--- config.mk ---
export PLATFORM = sky130hd
export DESIGN_NAME = stream_top
export DESIGN_NICKNAME = d
export VERILOG_FILES = /design/src/rtl/stream_pkg.sv /design/src/rtl/pipe_stage.sv /design/src/rtl/stream_alu.sv /design/src/rtl/stream_top.sv
export SDC_FILE = /design/constraint.sdc
export NUM_CORES = 1
export LEC_CHECK = 0
export ABC_CLOCK_PERIOD_IN_PS = 4400
export BUFFER_PORTS_ARGS = -buffer_cell sky130_fd_sc_hd__buf_2
export CORE_ASPECT_RATIO = 1.1
export CORE_MARGIN = 4
export CORE_UTILIZATION = 51
export DETAILED_ROUTE_END_ITERATION = 10
export PLACE_DENSITY = 0.78
export SLEW_MARGIN = 20
export SYNTH_ARGS = -nofsm -noshare
export SYNTH_HDL_FRONTEND = slang
export SYNTH_SLANG_ARGS = --single-unit
export TNS_END_PERCENT = 50
--- constraint.sdc ---
create_clock -name clk -period 4.4 [get_ports clk]
set_clock_uncertainty 0.15 [all_clocks]
set_input_delay 0.66 -clock clk [delete_from_list [all_inputs] [get_ports clk]]
set_output_delay 0.66 -clock clk [all_outputs]
set_load 0.1 [all_outputs]
--- src/rtl/stream_pkg.sv ---
package stream_pkg;

    //////////////////////////////////////////////////
    // Stream geometry
    //////////////////////////////////////////////////

    // Width of every stream word and of the operand
    localparam int data_width = 16;

    // Register stages between in_data and out_data
    // Input stage, ALU stage and output stage
    localparam int pipe_depth = 3;

    //////////////////////////////////////////////////
    // ALU opcodes
    //////////////////////////////////////////////////

    // Selected by the op level at the ALU stage
    // Only changed while the pipeline is empty
    typedef enum logic [1:0] {
        op_pass = 2'd0,  // Word goes through untouched
        op_add  = 2'd1,  // Word plus operand, wraps at 2**data_width
        op_xor  = 2'd2,  // Word xor operand
        op_acc  = 2'd3   // Running sum including current word
    } alu_op_t;

endpackage

--- src/rtl/pipe_stage.sv ---
`timescale 1ns/1ns

// One-word register slice on a valid-ready link
// Acts as a FIFO of depth one with full throughput
module pipe_stage #(
    parameter int data_width = 8  // Word width on both sides
) (
    input  logic                  clk,
    input  logic                  sig_rst,  // Async, active low

    // Write side, from upstream
    input  logic [data_width-1:0] wdata,
    input  logic                  wvalid,
    output logic                  wready,

    // Read side, to downstream
    output logic [data_width-1:0] rdata,
    output logic                  rvalid,
    input  logic                  rready
);

    //////////////////////////////////////////////////
    // Internal signals
    //////////////////////////////////////////////////

    logic [data_width-1:0] data_q;   // Held word
    logic                  valid_q;  // Held word is valid
    logic                  empty;    // Nothing held
    logic                  wr_en;    // Write transfer this cycle
    logic                  rd_en;    // Read transfer this cycle

    //////////////////////////////////////////////////
    // Handshake
    //////////////////////////////////////////////////

    assign empty  = ~valid_q;
    // Take a new word when empty or when the held one leaves now
    assign wready = rready | empty;   // Combinational back-pressure path
    assign wr_en  = wvalid & wready;
    assign rd_en  = valid_q & rready;

    //////////////////////////////////////////////////
    // Data register
    //////////////////////////////////////////////////

    always_ff @(posedge clk) begin
        if (wr_en) begin
            data_q <= wdata;  // Load on write transfer
        end
    end

    //////////////////////////////////////////////////
    // Valid flag
    //////////////////////////////////////////////////

    always_ff @(posedge clk or negedge sig_rst) begin
        if (!sig_rst) begin
            valid_q <= 1'b0;  // Empty after reset
        end else begin
            if (wr_en) begin
                valid_q <= 1'b1;  // New word in, also covers write+read
            end else if (rd_en) begin
                valid_q <= 1'b0;  // Last word out, none in
            end
        end
    end

    // Read side outputs
    assign rvalid = valid_q;
    assign rdata  = data_q;

    //////////////////////////////////////////////////
    // Checks
    //////////////////////////////////////////////////

    // Stalled word must not change under the consumer
    property p_rdata_hold;
        @(posedge clk) disable iff (!sig_rst)
            (rvalid && !rready) |=> (rvalid && $stable(rdata));
    endproperty

    a_rdata_hold : assert property (p_rdata_hold)
        else $error("pipe_stage: rdata changed while stalled");

endmodule

--- src/rtl/stream_alu.sv ---
`timescale 1ns/1ns

// Processing stage of the stream
// Computes the selected operation on each accepted word and
// registers the result, one cycle of latency
module stream_alu (
    input  logic                                clk,
    input  logic                                sig_rst,  // Async, active low

    // Control levels, stable while words are in flight
    input  stream_pkg::alu_op_t                 op,
    input  logic [stream_pkg::data_width-1:0]   operand,
    input  logic                                acc_clr,  // Accumulator clear pulse

    // Upstream link
    input  logic [stream_pkg::data_width-1:0]   in_data,
    input  logic                                in_valid,
    output logic                                in_ready,

    // Downstream link
    output logic [stream_pkg::data_width-1:0]   out_data,
    output logic                                out_valid,
    input  logic                                out_ready
);

    import stream_pkg::*;

    //////////////////////////////////////////////////
    // Internal signals
    //////////////////////////////////////////////////

    logic [data_width-1:0] acc_q;     // Running sum of accepted words
    logic [data_width-1:0] acc_base;  // Sum before this word, after clear
    logic [data_width-1:0] acc_sum;   // Sum including this word
    logic [data_width-1:0] result;    // Value written into the stage
    logic                  in_xfer;   // Word accepted this cycle

    // Ready comes straight from the output register slice
    assign in_xfer = in_valid & in_ready;

    //////////////////////////////////////////////////
    // Operation select
    //////////////////////////////////////////////////

    // A clear at the same edge as a word makes the sum restart
    // from that word
    always_comb begin
        acc_base = acc_clr ? '0 : acc_q;
        acc_sum  = acc_base + in_data;  // Wraps at 2**data_width
    end

    always_comb begin
        case (op)
            op_pass: result = in_data;
            op_add:  result = in_data + operand;  // Modulo add
            op_xor:  result = in_data ^ operand;
            op_acc:  result = acc_sum;            // Sum with this word
            default: result = in_data;            // X on op, pass through
        endcase
    end

    //////////////////////////////////////////////////
    // Accumulator
    //////////////////////////////////////////////////

    // Tracks every accepted word, whatever op is selected
    always_ff @(posedge clk or negedge sig_rst) begin
        if (!sig_rst) begin
            acc_q <= '0;
        end else begin
            if (in_xfer) begin
                acc_q <= acc_sum;  // Includes clear when both at once
            end else if (acc_clr) begin
                acc_q <= '0;       // Clear on an idle edge
            end
        end
    end

    //////////////////////////////////////////////////
    // Result register
    //////////////////////////////////////////////////

    // Holds the result and drives the downstream link
    pipe_stage #(
        .data_width (data_width)
    ) u_res_stage (
        .clk     (clk),
        .sig_rst (sig_rst),
        .wdata   (result),
        .wvalid  (in_valid),
        .wready  (in_ready),   // Ready path back to upstream
        .rdata   (out_data),
        .rvalid  (out_valid),
        .rready  (out_ready)
    );

    //////////////////////////////////////////////////
    // Checks
    //////////////////////////////////////////////////

    // Opcode must be driven whenever a word is offered
    property p_op_known;
        @(posedge clk) disable iff (!sig_rst)
            in_valid |-> !$isunknown(op);
    endproperty

    a_op_known : assert property (p_op_known)
        else $error("stream_alu: op unknown with in_valid high");

endmodule

--- src/rtl/stream_top.sv ---
`timescale 1ns/1ns

// Streaming arithmetic unit
// Input stage, ALU stage and output stage on valid-ready links
module stream_top (
    input  logic                                clk,
    input  logic                                sig_rst,  // Async, active low

    // Control levels and clear pulse
    input  stream_pkg::alu_op_t                 op,
    input  logic [stream_pkg::data_width-1:0]   operand,
    input  logic                                acc_clr,

    // Input stream
    input  logic [stream_pkg::data_width-1:0]   in_data,
    input  logic                                in_valid,
    output logic                                in_ready,

    // Output stream
    output logic [stream_pkg::data_width-1:0]   out_data,
    output logic                                out_valid,
    input  logic                                out_ready
);

    import stream_pkg::*;

    //////////////////////////////////////////////////
    // Chain links
    //////////////////////////////////////////////////

    logic [data_width-1:0] ing_data;   // Input stage to ALU
    logic                  ing_valid;
    logic                  ing_ready;
    logic [data_width-1:0] alu_data;   // ALU to output stage
    logic                  alu_valid;
    logic                  alu_ready;

    //////////////////////////////////////////////////
    // Stages
    //////////////////////////////////////////////////

    pipe_stage #(
        .data_width (data_width)
    ) u_ing_stage (
        .clk     (clk),
        .sig_rst (sig_rst),
        .wdata   (in_data),
        .wvalid  (in_valid),
        .wready  (in_ready),
        .rdata   (ing_data),
        .rvalid  (ing_valid),
        .rready  (ing_ready)
    );

    stream_alu u_alu (
        .clk       (clk),
        .sig_rst   (sig_rst),
        .op        (op),
        .operand   (operand),
        .acc_clr   (acc_clr),
        .in_data   (ing_data),
        .in_valid  (ing_valid),
        .in_ready  (ing_ready),
        .out_data  (alu_data),
        .out_valid (alu_valid),
        .out_ready (alu_ready)
    );

    pipe_stage #(
        .data_width (data_width)
    ) u_egr_stage (
        .clk     (clk),
        .sig_rst (sig_rst),
        .wdata   (alu_data),
        .wvalid  (alu_valid),
        .wready  (alu_ready),
        .rdata   (out_data),
        .rvalid  (out_valid),
        .rready  (out_ready)
    );

    //////////////////////////////////////////////////
    // Checks
    //////////////////////////////////////////////////

    logic [$clog2(pipe_depth+1)-1:0] held_cnt;  // Words inside the chain

    always_ff @(posedge clk or negedge sig_rst) begin
        if (!sig_rst) begin
            held_cnt <= '0;
        end else begin
            case ({in_valid & in_ready, out_valid & out_ready})
                2'b10:   held_cnt <= held_cnt + 1'b1;  // In only
                2'b01:   held_cnt <= held_cnt - 1'b1;  // Out only
                default: held_cnt <= held_cnt;         // Both or neither
            endcase
        end
    end

    // Some stage is free below full depth, so ready must stay up
    a_ready_depth : assert property (
        @(posedge clk) disable iff (!sig_rst)
            (held_cnt < pipe_depth) |-> in_ready
    ) else $error("stream_top: in_ready low with %0d words held", held_cnt);

endmodule
[After elaboration in Yosys (flattened, before gate mapping)]
Cells that the tools add are included.
Cells by class
  equality and inequality tests: 3
  muxes and demuxes: 9
  reductions and logical operators: 4
  bitwise gates (word level): 11
  add/subtract/negate cells: 2
Operators with widths (count)
  $pmux 16 s4: 1
  $add 16x16->16: 2
  $mux 16: 2
  $xor 16x16->16: 1
  $mux 1: 6
  $reduce_bool 2->1: 3
  $and 1x1->1: 4
  $eq 2x2->1 const B: 2
  $not 1->1: 3
  $or 1x1->1: 3
  $eq 2x1->1 const B: 1
  $logic_not 2->1: 1
Word-level totals
  output and inout port bits: 18
  input bits: 39
  flip-flop bits (word level): 67
  word-level logic and storage cells: 36

[Longest topological paths before layout]
  word-level depth: 6
  depth in mapped cells: 11
  gate-level depth less buffers: 11

[Modules after synthesis]
Synthesis repeated with hierarchy kept, for this count alone.
Unflattened totals
  cells, all modules: 357
  area, all modules: 4184.0 µm²
By module, submodules not included
  stream_alu: area each 2581.2 µm², seq. area each 400.4 µm², times used 1, cells an instance 297
  pipe_stage: area each 534.3 µm², seq. area each 505.5 µm², times used 3, cells an instance 20

[Worst setup path before layout]
OpenSTA, ideal clock, no wires.
  path kind: input-to-reg
  from: in acc_clr
  to: reg u_alu.u_res_stage.data_q[10] (netlist: u_alu.u_res_stage.rdata[10]), data pin
  path slack: 1273 ps
  stages on the path: 9
  required time: 3978 ps
  setup time: 272 ps
  arrival: 2705 ps
  buffers on the path: 1
  cell sequence: clkbuf_1 nand2b_1 fa_1 nor2b_1 o2111ai_1 a21boi_1 a41oi_2 xnor2_1 mux4_2
Between the ends
  word-level cells in the longest chain between the ends: 3
Ends and longest elaborated chain
  start: declaration: RTL line stream_top.sv:12  | input logic acc_clr,
  $mux 16
  $add 16x16->16: RTL line stream_alu.sv:49  | acc_sum = acc_base + in_data;
  $pmux 16 s4: RTL line stream_alu.sv:53  | case (op)
  via u_alu.result[10]: RTL line stream_alu.sv:35  | logic [data_width-1:0] result;
  end signal: assignment: RTL line pipe_stage.sv:48  | data_q <= wdata;
  end: declaration: RTL line pipe_stage.sv:26  | logic [data_width-1:0] data_q;
The timed path passes the listed nets, and every way through them passes these cells.
A chain may end at the register's enable or synchronous reset.

[Worst setup path after layout]
Same ends and word-level chain as after synthesis.

==> out/metrics.yaml <==
drc: 0
critPathLaunch: "acc_clr"
multi_input_area_mm2: 0.00206
ys.flop_type: "edfxtp_1"
rows: 34
drt_first_pass_iters: 5
async_reset_ff_share_pct: 28.4
cp_slowest_cell: "mux4_2"
ys_ff_latch: 67
drtIter0Drc: 269
p_clk_share_pct: 24.5
clk_pin_slew_worst_paths_ns: 0.08
cp_data_required_time_ns: 4.35
path_cells: "buf_2 -> nor2b_1 -> ha_1 -> inv_1 -> fa_1 -> nor2b_1 -> o2111ai_1 -> a21boi_1 -> a41oi_2 -> xnor2_1 -> mux4_2"
num_vias: 3196
cts_made_buffers: 9
cts_resized: 0
place_hpwl_mm: 7.00
syn_area_per_cell_um2: 10.5
die_width_um: 93.4
min_path_type: "in -> async"
leakage_nw: 1.92
p_comb_share_pct: 35.1
grt_max_degree: 37
grt_pass1_vias: 3126
slowest_delay_ns: 0.46
syn_nets: 459
fin_cells: 555
layout-drive-gt1-share_pct: 19.7
fillerInstances: 657
cts.sinks: 67
io_buffer_count: 56
powerDensity_mw_per_mm2: 443
cp_top_family: "compound AO/OA/AOI/OAI gates"
grt_pass1_wl_mm: 15.5
worstSkewPairLatency_ns: 0.36
seqCellArea_mm2: 0.00192
cp_data_arrival_time_ns: 3.12
placed_cells: 539
period_needed_ns: 3.16
synth_warnings: 0
wl_mm: 9.36
routedWlPerCell_um: 16.9
antennaDiodeCount: 0
fp.dieH_um: 102
fin_nets: 513
power_frac_seq_pct: 40.4
synthCells: 388
detail-route-antenna-nets: 0
grt_usage_pct: 21.2
slew_headroom_pct: 52.1
vdd_ir_drop_max_uv: 216
core-area_mm2: 0.00787
start_kind: "primary input"
ys_types: 51
max_slew.worst_pin.slew_ns: 0.719
max_cap_viol_count: 0
yosysSeqAreaShare_pct: 46.9
ioPinCount: 57
intPower_mw: 1.31
gr-total-overflow: 0
r2r-start: "u_alu.acc_q[0]"
synth-edff-count: 48
crit_type: "in -> reg"
rsz0062_at_grt: "false"
cp_num_buf_inv: 2
worstSetupEndpointType: "flop"
cts_hold_buf: 0
final-setup-viol-count: 0
syn2layout_area_growth_pct: 13.7
die_area_mm2: 0.00952
antenna_found_initial: 0
root_buffer: "clkbuf_8"
vias_per_cell: 5.76
h-tree-depth: 3
path_max_fanout: 16
place_congestion: 0.969
fmax_ghz: 0.316
power.switching_mw: 0.753
initial_core_util_pct: 52.0
cts_tree: "built"
slew_violations: 0
hold_viol_final: 0
finalSetupTns_ns: 0
status: "finished clean"
cts_setup_buffers: 0
clk_path_buf_depth: 2
syn_area_mm2: 0.00409
cp_common_cell: "nor2b_1"
period_share_pct: 71.9
p_sw_share_pct: 36.6
[cells in the final DEF (no fill, tap or decap), types with 4 or more instances in the layout]
cell,count
buf_2,56
edfxtp_1,48
nand2_1,34
ha_1,30
nor2_1,28
a21oi_1,27
nor2b_1,20
dfrtp_1,19
o21ai_0,15
xnor2_1,14
o21ai_1,13
inv_1,12
nand2b_1,9
a21o_1,9
a31oi_1,9
clkbuf_8,9
nand3_1,8
mux2_2,8
o21a_1,8
xor2_1,8
and2_1,4
o211ai_1,4
clkinvlp_4,4
[state kept, by name (all words and copies together), names as in the netlist]
register and flops:
u_alu.u_res_stage.rdata 16, u_alu.acc_q 16, u_ing_stage.rvalid 1, u_egr_stage.rdata 16
u_alu.u_res_stage.rvalid 1, u_ing_stage.rdata 16, u_egr_stage.rvalid 1
[kinds of logic (layout without fill, tap and decap cells)]
group	count (synthesis)	count (layout)	share of synthesized area [%]
buffers and inverters	28	87	2.75
XOR/XNOR	22	22	4.71
adder cells (fa/ha/maj)	32	32	10.2
AO/OA/AOI/OAI	115	115	18.4
multiplexers	14	14	4.40
AND/OR/NAND/NOR	110	110	12.7
flip-flops	67	67	46.9
[routing by layer]
layer | global-route usage [%] | wire length [µm] | vias to the layer above
met2 | 34.2 | 4490 | 123
li1 | - | - | 1552
met1 | 28.5 | 4060 | 1495
met3 | 3.61 | 526 | 26
met4 | 8.91 | 282 | 0
met5 | 0 | 0 | -
[layout make-up]
cell class	count	area share, %
multi-input cells	293	44.3
well taps	108	2.91
flip-flops and latches	67	41.2
repair buffers	58	6.35
inverters	13	1.05
clock inverters	7	1.48
clock buffers	9	2.66
[cells in the mapped netlist, types with 2 or more instances]
library cell / count / area [µm²]
mux2_2: 8 / 90.1
nor2_1: 28 / 105
mux4_2: 2 / 45.0
a21o_1: 9 / 67.6
a221oi_1: 2 / 17.5
fa_1: 2 / 40.0
dfrtp_1: 19 / 475
nand3_1: 8 / 40.0
a21oi_1: 27 / 135
ha_1: 30 / 375
a22oi_1: 2 / 15.0
xor2_1: 8 / 70.1
nor2b_1: 20 / 125
nand2_1: 34 / 128
o21ai_1: 13 / 65.1
nor3_1: 3 / 15.0
nand2b_1: 9 / 56.3
edfxtp_1: 48 / 1440
buf_1: 2 / 7.51
clkbuf_1: 12 / 45.0
a211oi_1: 3 / 22.5
o211ai_1: 4 / 30.0
and2_1: 4 / 25.0
xnor2_1: 14 / 123
o21bai_1: 2 / 15.0
a31oi_1: 9 / 56.3
o22ai_1: 2 / 12.5
o21ai_0: 15 / 75.1
o221ai_1: 3 / 26.3
o2111ai_1: 2 / 17.5
o221a_1: 2 / 22.5
mux2i_1: 3 / 30.0
inv_1: 12 / 45.0
a21oi_2: 2 / 17.5
nand4_1: 2 / 12.5
o21a_1: 8 / 60.1
[worst register-to-register path, cell delays in order, from the launching register on]
cell	delay [ns]
dfrtp_1	0.31
nor2b_1	0.15
ha_1	0.19
inv_1	0.06
fa_1	0.40
nor2b_1	0.16
o2111ai_1	0.14
a21boi_1	0.30
a41oi_2	0.19
xnor2_1	0.17
mux4_2	0.46
[power groups by stage]
stage | clock network [mW] | logic, mW | registers [mW]
after floorplan | 0 | 0.433 | 0.968
after global placement | 0 | 0.691 | 0.841
after detailed placement | 0 | 0.711 | 0.845
after CTS | 0.516 | 0.716 | 0.832
after global routing | 0.550 | 0.789 | 0.842
final | 0.506 | 0.722 | 0.832
[path summary, 6_finish.rpt]
kind,to,slack (ns),depth (start not counted)
setup reg to reg,u_alu.u_res_stage.rdata[10],1.47,10
max in group asynchronous,u_alu.acc_q[9],3.69,1
min in group clk,u_egr_stage.rdata[7],0.27,0
setup / recovery,u_alu.u_res_stage.rdata[10],1.24,11
hold reg to reg,u_egr_stage.rdata[7],0.27,0
hold / removal,u_egr_stage.rvalid,0.08,1
[through the flow]
stage / cell area [µm²] / hold slack [ns] / total power [mW] / util [%] / setup slack [ns]
3_3_place_gp: 4460 / 0.250 / 1.53 / 56.6 / 0.938
2_1_floorplan: 4090 / 0.214 / 1.40 / - / 1.27
5_1_grt: 4650 / 0.116 / 2.18 / 59.1 / 1.08
6_report: 4650 / 0.0845 / 2.06 / 59.1 / 1.24
4_1_cts: 4650 / 0.0988 / 2.06 / 59.1 / 1.23
3_5_place_dp: 4460 / 0.255 / 1.56 / 56.6 / 0.853
(Power assumes the default switching activity.)
